`src/rtl/pcie_dma_pkg.sv`:
```
/*
 * pcie endpoint target, shared definitions
 * sizes, tlp fmt/type codes and the one-beat tlp layout,
 * viewed either as a request or as a completion
 */
`default_nettype none

package pcie_dma_pkg;

    // ********************
    // sizes
    localparam int TLP_W      = 128;
    localparam int DW_W       = 32;
    localparam int BAR_ADDR_W = 6;
    localparam int BAR_DEPTH  = 64;
    localparam int FIFO_DEPTH = 4;

    // ********************
    // header field values
    localparam logic [7:0] FMT_TYPE_MWR32 = 8'h40;
    localparam logic [7:0] FMT_TYPE_MRD32 = 8'h00;
    localparam logic [7:0] FMT_TYPE_CPLD  = 8'h4a;
    localparam logic [2:0] CPL_STATUS_SC  = 3'd0;

    // request view, 3dw header plus one data dw
    typedef struct packed {
        logic [7:0]      fmt_type;
        logic            rsvd0;
        logic [2:0]      tc;
        logic [5:0]      rsvd1;
        logic [1:0]      attr;
        logic [1:0]      rsvd2;
        logic [9:0]      length;
        logic [15:0]     req_id;
        logic [7:0]      tag;
        logic [3:0]      last_be;
        logic [3:0]      first_be;
        // dw address, byte address bits 31..2
        logic [29:0]     addr;
        logic [1:0]      rsvd3;
        logic [DW_W-1:0] data;
    } req_hdr_t;

    // completion view
    typedef struct packed {
        logic [7:0]      fmt_type;
        logic [13:0]     rsvd0;
        logic [9:0]      length;
        logic [15:0]     cpl_id;
        logic [2:0]      status;
        logic            bcm;
        logic [11:0]     byte_cnt;
        logic [15:0]     req_id;
        logic [7:0]      tag;
        logic            rsvd1;
        logic [6:0]      lower_addr;
        logic [DW_W-1:0] data;
    } cpl_hdr_t;

    typedef union packed {
        req_hdr_t req;
        cpl_hdr_t cpl;
    } tlp_beat_u;

endpackage

`default_nettype wire

```
`src/rtl/dma_ifs.sv`:
```
/*
 * internal buses of the endpoint target
 * bar_wr_if: bar memory write port plus combinational read
 * rd_req_if: valid/ready channel of pending read requests
 */
`default_nettype none

interface bar_wr_if import pcie_dma_pkg::*; ();
    logic                  wr_en;
    logic [BAR_ADDR_W-1:0] wr_addr;
    logic [DW_W-1:0]       wr_data;
    logic [3:0]            wr_be;
    logic [BAR_ADDR_W-1:0] rd_addr;
    logic [DW_W-1:0]       rd_data;

    modport master (output wr_en, wr_addr, wr_data, wr_be, rd_addr, input rd_data);
    modport target (input wr_en, wr_addr, wr_data, wr_be, rd_addr, output rd_data);
endinterface

interface rd_req_if import pcie_dma_pkg::*; ();
    logic            vld;
    logic            rdy;
    logic [15:0]     req_id;
    logic [7:0]      tag;
    logic [6:0]      lower_addr;
    logic [DW_W-1:0] data;

    modport source (output vld, req_id, tag, lower_addr, data, input rdy);
    modport sink (input vld, req_id, tag, lower_addr, data, output rdy);
endinterface

`default_nettype wire

```
`src/rtl/tlp_rx_decoder.sv`:
```
/*
 * tlp receive decoder
 * mwr32 beats write the bar memory, mrd32 beats push a read
 * request carrying the current memory dw, all else is dropped
 */
`default_nettype none

module tlp_rx_decoder import pcie_dma_pkg::*;
(
    input  wire            i_axis_tvld,
    output logic           o_axis_trdy,
    input  wire tlp_beat_u i_axis_tdata,

    bar_wr_if.master       bar,
    rd_req_if.source       req
);

    req_hdr_t hdr;
    logic     is_mwr;
    logic     is_mrd;
    logic     accept;

    assign hdr = i_axis_tdata.req;

    // ********************
    // type decode
    // only single-dw requests are handled
    assign is_mwr = (hdr.fmt_type == FMT_TYPE_MWR32) && (hdr.length == 10'd1);
    assign is_mrd = (hdr.fmt_type == FMT_TYPE_MRD32) && (hdr.length == 10'd1);

    // the queue is the only thing that can stall the master stream
    assign o_axis_trdy = req.rdy;
    assign accept      = i_axis_tvld & req.rdy;

    // ********************
    // bar write
    // dw index is byte address bits 7..2
    assign bar.wr_en   = accept & is_mwr;
    assign bar.wr_addr = hdr.addr[BAR_ADDR_W-1:0];
    assign bar.wr_data = hdr.data;
    assign bar.wr_be   = hdr.first_be;

    // read side, same index
    assign bar.rd_addr = hdr.addr[BAR_ADDR_W-1:0];

    // ********************
    // read request push
    // memory dw is sampled before any write of a later beat lands
    assign req.vld        = i_axis_tvld & is_mrd;
    assign req.req_id     = hdr.req_id;
    assign req.tag        = hdr.tag;
    assign req.lower_addr = {hdr.addr[4:0], 2'b00};
    assign req.data       = bar.rd_data;

endmodule

`default_nettype wire

```
`src/rtl/bar_mem.sv`:
```
/*
 * bar memory, 64 dws
 * byte-enabled synchronous write, combinational read
 */
`default_nettype none

module bar_mem import pcie_dma_pkg::*;
(
    input  wire      i_clk,
    bar_wr_if.target bar
);

    logic [DW_W-1:0] mem [BAR_DEPTH];

    // only the enabled byte lanes change
    always_ff @(posedge i_clk)
    begin
        if (bar.wr_en)
        begin
            for (int b = 0; b < 4; b++)
            begin
                if (bar.wr_be[b])
                begin
                    mem[bar.wr_addr][b*8 +: 8] <= bar.wr_data[b*8 +: 8];
                end
            end
        end
    end

    assign bar.rd_data = mem[bar.rd_addr];

endmodule

`default_nettype wire

```
`src/rtl/rd_req_fifo.sv`:
```
/*
 * read request queue
 * four-entry circular buffer between decoder and completion builder
 */
`default_nettype none

module rd_req_fifo import pcie_dma_pkg::*;
(
    input  wire      i_clk,
    input  wire      i_rst_n,
    rd_req_if.sink   push,
    rd_req_if.source pop
);

    logic [15:0]     id_mem   [FIFO_DEPTH];
    logic [7:0]      tag_mem  [FIFO_DEPTH];
    logic [6:0]      la_mem   [FIFO_DEPTH];
    logic [DW_W-1:0] data_mem [FIFO_DEPTH];

    logic [$clog2(FIFO_DEPTH)-1:0] wr_ptr;
    logic [$clog2(FIFO_DEPTH)-1:0] rd_ptr;
    logic [$clog2(FIFO_DEPTH):0]   count;
    logic                          push_fire;
    logic                          pop_fire;

    assign push.rdy  = (count != FIFO_DEPTH);
    assign pop.vld   = (count != 0);
    assign push_fire = push.vld & push.rdy;
    assign pop_fire  = pop.vld & pop.rdy;

    // ********************
    // pointers and fill level
    // depth is a power of two so pointers wrap on their own
    always_ff @(posedge i_clk or negedge i_rst_n)
    begin
        if (!i_rst_n)
        begin
            wr_ptr <= '0;
            rd_ptr <= '0;
            count  <= '0;
        end
        else
        begin
            if (push_fire)
                wr_ptr <= wr_ptr + 1'b1;
            if (pop_fire)
                rd_ptr <= rd_ptr + 1'b1;
            if (push_fire && !pop_fire)
                count <= count + 1'b1;
            else if (pop_fire && !push_fire)
                count <= count - 1'b1;
        end
    end

    // entry storage
    always_ff @(posedge i_clk)
    begin
        if (push_fire)
        begin
            id_mem[wr_ptr]   <= push.req_id;
            tag_mem[wr_ptr]  <= push.tag;
            la_mem[wr_ptr]   <= push.lower_addr;
            data_mem[wr_ptr] <= push.data;
        end
    end

    assign pop.req_id     = id_mem[rd_ptr];
    assign pop.tag        = tag_mem[rd_ptr];
    assign pop.lower_addr = la_mem[rd_ptr];
    assign pop.data       = data_mem[rd_ptr];

endmodule

`default_nettype wire

```
`src/rtl/cpl_tx_builder.sv`:
```
/*
 * completion builder
 * turns a queued read request into a one-beat cpld and holds it
 * in an output register until the slave stream takes it
 */
`default_nettype none

module cpl_tx_builder import pcie_dma_pkg::*;
(
    input  wire        i_clk,
    input  wire        i_rst_n,
    input  wire [7:0]  i_cfg_pbus_num,
    input  wire [4:0]  i_cfg_pbus_dev_num,

    rd_req_if.sink     req,

    output logic       o_axis_tvld,
    input  wire        i_axis_trdy,
    output tlp_beat_u  o_axis_tdata,
    output logic       o_axis_tlast
);

    cpl_hdr_t  cpl_next;
    tlp_beat_u out_beat;
    logic      out_vld;
    logic      load;

    // ********************
    // completion fields
    always_comb
    begin
        cpl_next            = '0;
        cpl_next.fmt_type   = FMT_TYPE_CPLD;
        cpl_next.length     = 10'd1;
        // function number is always 0
        cpl_next.cpl_id     = {i_cfg_pbus_num, i_cfg_pbus_dev_num, 3'b000};
        cpl_next.status     = CPL_STATUS_SC;
        cpl_next.byte_cnt   = 12'd4;
        cpl_next.req_id     = req.req_id;
        cpl_next.tag        = req.tag;
        cpl_next.lower_addr = req.lower_addr;
        cpl_next.data       = req.data;
    end

    // ********************
    // output register
    // pop when empty or when the held beat leaves this cycle
    assign req.rdy = !out_vld || i_axis_trdy;
    assign load    = req.vld & req.rdy;

    always_ff @(posedge i_clk or negedge i_rst_n)
    begin
        if (!i_rst_n)
            out_vld <= 1'b0;
        else if (req.rdy)
            out_vld <= req.vld;
    end

    always_ff @(posedge i_clk)
    begin
        if (load)
            out_beat.cpl <= cpl_next;
    end

    assign o_axis_tvld  = out_vld;
    assign o_axis_tdata = out_beat;
    // every tlp is a single beat
    assign o_axis_tlast = out_vld;

endmodule

`default_nettype wire

```
`src/rtl/pcie_dma_top.sv`:
```
/*
 * pcie endpoint target top
 * tlp decoder, bar memory, read request queue and completion builder
 */
`default_nettype none

module pcie_dma_top import pcie_dma_pkg::*;
(
    input  wire              i_clk,
    input  wire              i_rst_n,

    input  wire [7:0]        i_cfg_pbus_num,
    input  wire [4:0]        i_cfg_pbus_dev_num,

    // ********************
    // axis master, tlps toward the endpoint
    input  wire              i_axis_master_tvld,
    output logic             o_axis_master_trdy,
    input  wire [TLP_W-1:0]  i_axis_master_tdata,

    // axis slave, completions out
    output logic             o_axis_slave_tvld,
    input  wire              i_axis_slave_trdy,
    output logic [TLP_W-1:0] o_axis_slave_tdata,
    output logic             o_axis_slave_tlast
);

    bar_wr_if bar_bus ();
    rd_req_if req_q ();
    rd_req_if cpl_req ();

    tlp_rx_decoder u_tlp_rx_decoder (
        .i_axis_tvld  (i_axis_master_tvld),
        .o_axis_trdy  (o_axis_master_trdy),
        .i_axis_tdata (i_axis_master_tdata),
        .bar          (bar_bus.master),
        .req          (req_q.source)
    );

    bar_mem u_bar_mem (
        .i_clk (i_clk),
        .bar   (bar_bus.target)
    );

    rd_req_fifo u_rd_req_fifo (
        .i_clk   (i_clk),
        .i_rst_n (i_rst_n),
        .push    (req_q.sink),
        .pop     (cpl_req.source)
    );

    cpl_tx_builder u_cpl_tx_builder (
        .i_clk              (i_clk),
        .i_rst_n            (i_rst_n),
        .i_cfg_pbus_num     (i_cfg_pbus_num),
        .i_cfg_pbus_dev_num (i_cfg_pbus_dev_num),
        .req                (cpl_req.sink),
        .o_axis_tvld        (o_axis_slave_tvld),
        .i_axis_trdy        (i_axis_slave_trdy),
        .o_axis_tdata       (o_axis_slave_tdata),
        .o_axis_tlast       (o_axis_slave_tlast)
    );

endmodule

`default_nettype wire

```
`config.mk`:
```
export PLATFORM = sky130hd
export DESIGN_NAME = pcie_dma_top
export DESIGN_NICKNAME = d
export VERILOG_FILES = /design/src/rtl/pcie_dma_pkg.sv /design/src/rtl/dma_ifs.sv /design/src/rtl/tlp_rx_decoder.sv /design/src/rtl/bar_mem.sv /design/src/rtl/rd_req_fifo.sv /design/src/rtl/cpl_tx_builder.sv /design/src/rtl/pcie_dma_top.sv
export SDC_FILE = /design/constraint.sdc
export NUM_CORES = 2
export LEC_CHECK = 0
export BUFFER_PORTS_ARGS = -buffer_cell sky130_fd_sc_hd__clkbuf_2
export CAP_MARGIN = 15
export CORE_UTILIZATION = 45
export DETAILED_ROUTE_END_ITERATION = 6
export PLACE_DENSITY = 0.69
export SYNTH_ARGS = -nofsm -noshare
export SYNTH_HDL_FRONTEND = slang
export SYNTH_SLANG_ARGS = --single-unit
export TNS_END_PERCENT = 1
```
`constraint.sdc`:
```
create_clock -name i_clk -period 16.7 [get_ports i_clk]
set_input_delay 0.835 -clock i_clk [delete_from_list [all_inputs] [get_ports i_clk]]
set_output_delay 0.835 -clock i_clk [all_outputs]
set_load 0.01 [all_outputs]
```
==> results.sh <==
export IMPL_crit_fanout=74
export IMPL_whs_ps=162
export IMPL_crit_top_cell="buf_4"
export IMPL_cp_start_kind="input port"
export IMPL_grt_max_degree=94
export IMPL_cts_sinks=2374
export IMPL_r2r_cells=7
export IMPL_initial_utilization=0.455
export IMPL_power_mw=12.5
export IMPL_routedWlPerCell_um=32.7
export IMPL_grt_setup_unrepaired="no"
export IMPL_yosysTopAreaCell="edfxtp_1"
export IMPL_setup_violations=0
export IMPL_ys_types=66
export IMPL_met3WireLength_mm=38.0
export IMPL_fp_dieH_um=452
export IMPL_required_ps=17130
export IMPL_placed_cell_area_um2=94500
export IMPL_synth_top_cells_by_area="edfxtp_1 (78%), mux4_2 (3.7%), a22oi_1 (3.1%), a221oi_1 (1.7%), mux2_2 (1.1%)"
export IMPL_route_vias_total=51800
export IMPL_wl_met1_mm=94.8
export IMPL_nets=5313
export IMPL_yosysSeqAreaShare=0.780
export IMPL_violations="DRC"
export IMPL_antenna_found_initial=24
export IMPL_cts_resized=0
export IMPL_min_path_cells=1
export IMPL_fin_area_um2=101000
export IMPL_syn2layout_area_growth_pct=11.0
export IMPL_cts_root_buf="clkbuf_16"
export IMPL_critPathArrivalTime_ps=5570
export IMPL_worst_pin_slew_ps=1200
export IMPL_setup_worst_path_end_class="flip-flop"
export IMPL_wl_met2_mm=116
export IMPL_clk_latency_ps=870
export IMPL_layout_drive_gt1_share=0.170
export IMPL_skew_ps=31.2
export IMPL_synth_edff_count=2366
export IMPL_yosysMostFrequentCell="edfxtp_1"
export IMPL_drv_slew=0
export IMPL_cp_slowest_stage_delay_ps=1040
export IMPL_outcome="finished, violations left"
export IMPL_numCtsBuffers=216
export IMPL_synth_top_area_share=0.778
export IMPL_row_count=164
export IMPL_top_layer="met5"
export IMPL_crit_chain="buf_8, buf_4, buf_4, nor2b_4, buf_4, a22o_1, a21oi_1, a211oi_1, nand4_1"
export IMPL_io_buffers=177
export IMPL_hold_viol=0
export IMPL_crit_path_start="i_axis_master_tdata[35]"
export IMPL_setup_tns_ps=0
export IMPL_critPathSlowestCell="nor2b_4"
export IMPL_grt_pass1_wl_mm=364
export IMPL_min_period_ps=5130
export IMPL_worstSetupPathType="in -> reg"
export IMPL_grt_overflow_total=0
export IMPL_yosysWarnings=0
export IMPL_fp_dieArea_um2=205000
export IMPL_gp_congestion=0.898
export IMPL_r2r_start="u_rd_req_fifo.count[0]"
export IMPL_drtAntennaViolNets=0
export IMPL_hp_class="in -> reg"
export IMPL_core_um2=201000
export IMPL_fmax_mhz=195
export IMPL_min_from="i_cfg_pbus_dev_num[3]"
export IMPL_die_width_um=452
export IMPL_netlist_area_um2=91300
export IMPL_grt_total_usage=0.251
export IMPL_power_density_nw_per_um2=123
export IMPL_cts_tree="built"
export IMPL_clk_pin_slew_ps=60
export IMPL_leakage_nw=31.1
export IMPL_netlist_instances=5015
export IMPL_drt_pass1_iter_count=7
export IMPL_async_flop_share=0.00337
export IMPL_synth_seq_cells=2374
export IMPL_synth_area_per_cell_um2=18.2
export IMPL_synth_commonest_cells="edfxtp_1 (2366), a22oi_1 (373), nor2_1 (265), a221oi_1 (173), clkbuf_1 (173)"
export IMPL_synthFlopType="edfxtp_1"
export IMPL_max_cap_violations=0
export IMPL_clockBufferDepth=3
export IMPL_htree_levels=4
export IMPL_grt_pass1_vias=49300
export IMPL_viasPerCell=6.46
export IMPL_ios=276
export IMPL_drc=1
export IMPL_wirelength_mm=262
export IMPL_slew_headroom=0.196
export IMPL_period_share=0.307
export IMPL_drtIter0Drc=8466
export IMPL_max_vdd_ir_drop_uv=123
export IMPL_dp_hpwl_mm=156
[layer usage]
metal / global-route usage / vias to the layer above
li1: - / 20900
met5: 0 / -
met4: 0.128 / 24
met1: 0.331 / 26300
met3: 0.0894 / 601
met2: 0.367 / 3977
[final cells by class]
class                   instances  area, um^2
diodes                         21        52.6
clock buffers                 274        5750
clock inverters               121        1050
fillers                     15900       99300
inverters                      12        46.3
multi-input cells            2257       18000
flip-flops and latches       2374       71300
well taps                    2656        3320
repair buffers                301        1890
[path summary, 6_finish.rpt]
check / slack [ps] / endpoint
max in group asynchronous: 16080 / u_rd_req_fifo.rd_ptr[0]
hold / removal: 160 / u_cpl_tx_builder.o_axis_tdata[86]
hold reg to reg: 480 / u_rd_req_fifo.count[2]
setup reg to reg: 13420 / u_bar_mem.mem[22][5]
setup / recovery: 11570 / u_rd_req_fifo.data_mem[1][30]
min in group asynchronous: 390 / u_rd_req_fifo.wr_ptr[0]
[per-stage QoR]
| step | utilization | setup slack, ps | instances |
|---|---|---|---|
| 2_1_floorplan | - | 10730 | 5067 |
| 3_3_place_gp | 0.471 | 10960 | 7598 |
| 5_1_grt | 0.505 | 11570 | 8003 |
| 4_1_cts | 0.505 | 11850 | 7994 |
| 3_5_place_dp | 0.471 | 10960 | 7598 |
| 6_report | 0.505 | 11570 | 8016 |
[repair_timing]
action | CTS | global route
hold buffers | 1 | 0
hold endpoints to repair | 8 | 0
setup buffers | 0 | 0
setup endpoints to repair | 0 | 0
[cell families (layout without fill, tap and decap cells)]
logic type               after synthesis  in the layout  share of synthesized area
multiplexers                         334            334                     0.0592
XOR/XNOR                               6              6                   0.000576
AND/OR/NAND/NOR                      794            794                     0.0447
other                                  2             75                  0.0000823
flip-flops                          2374           2374                      0.780
AO/OA/AOI/OAI                       1063           1063                     0.0879
buffers and inverters                436            708                     0.0261
adder cells (fa/ha/maj)                6              6                   0.000905
[cells in the final DEF, fill, tap and decap left out, drive strengths merged, types with 30 or more instances in the layout]
cell type | netlist | final
a21oi | 111 | 111
a221oi | 173 | 173
a22oi | 373 | 373
a31oi | 43 | 43
and3 | 34 | 34
buf | 251 | 126
clkbuf | 173 | 448
clkinv | 0 | 93
conb | 2 | 54
edfxtp | 2366 | 2366
mux2 | 107 | 107
mux2i | 75 | 75
mux4 | 152 | 152
nand2 | 161 | 161
nand3 | 47 | 47
nand3b | 81 | 81
nand4 | 44 | 44
nor2 | 265 | 265
nor3 | 39 | 39
nor3b | 37 | 37
o211ai | 32 | 32
o22a | 30 | 30
o22ai | 86 | 86
or3b | 30 | 30
[sequential cells by signal, indices dropped and copies added (netlist names)]
register and count:
u_bar_mem.mem 2048, u_rd_req_fifo.data_mem 128, u_cpl_tx_builder.o_axis_tdata 74, u_rd_req_fifo.id_mem 64, u_rd_req_fifo.tag_mem 32, u_rd_req_fifo.la_mem 20, u_rd_req_fifo.count 3, u_rd_req_fifo.rd_ptr 2
u_rd_req_fifo.wr_ptr 2, u_cpl_tx_builder.o_axis_tlast 1
[power by group]
group | switching, mW | internal, mW | total [mW]
Combinational | 0.594 | 0.320 | 0.914
Sequential | 0.0734 | 6.68 | 6.75
Clock | 2.15 | 2.70 | 4.85
Total | 2.82 | 9.70 | 12.5
[critical path: cells and delay by family]
family                 cells  cell delay, ps
buffers and inverters      4            2360
AO/OA/AOI/OAI              3             690
AND/OR/NAND/NOR            2            1450
(Power assumes the default switching activity.)
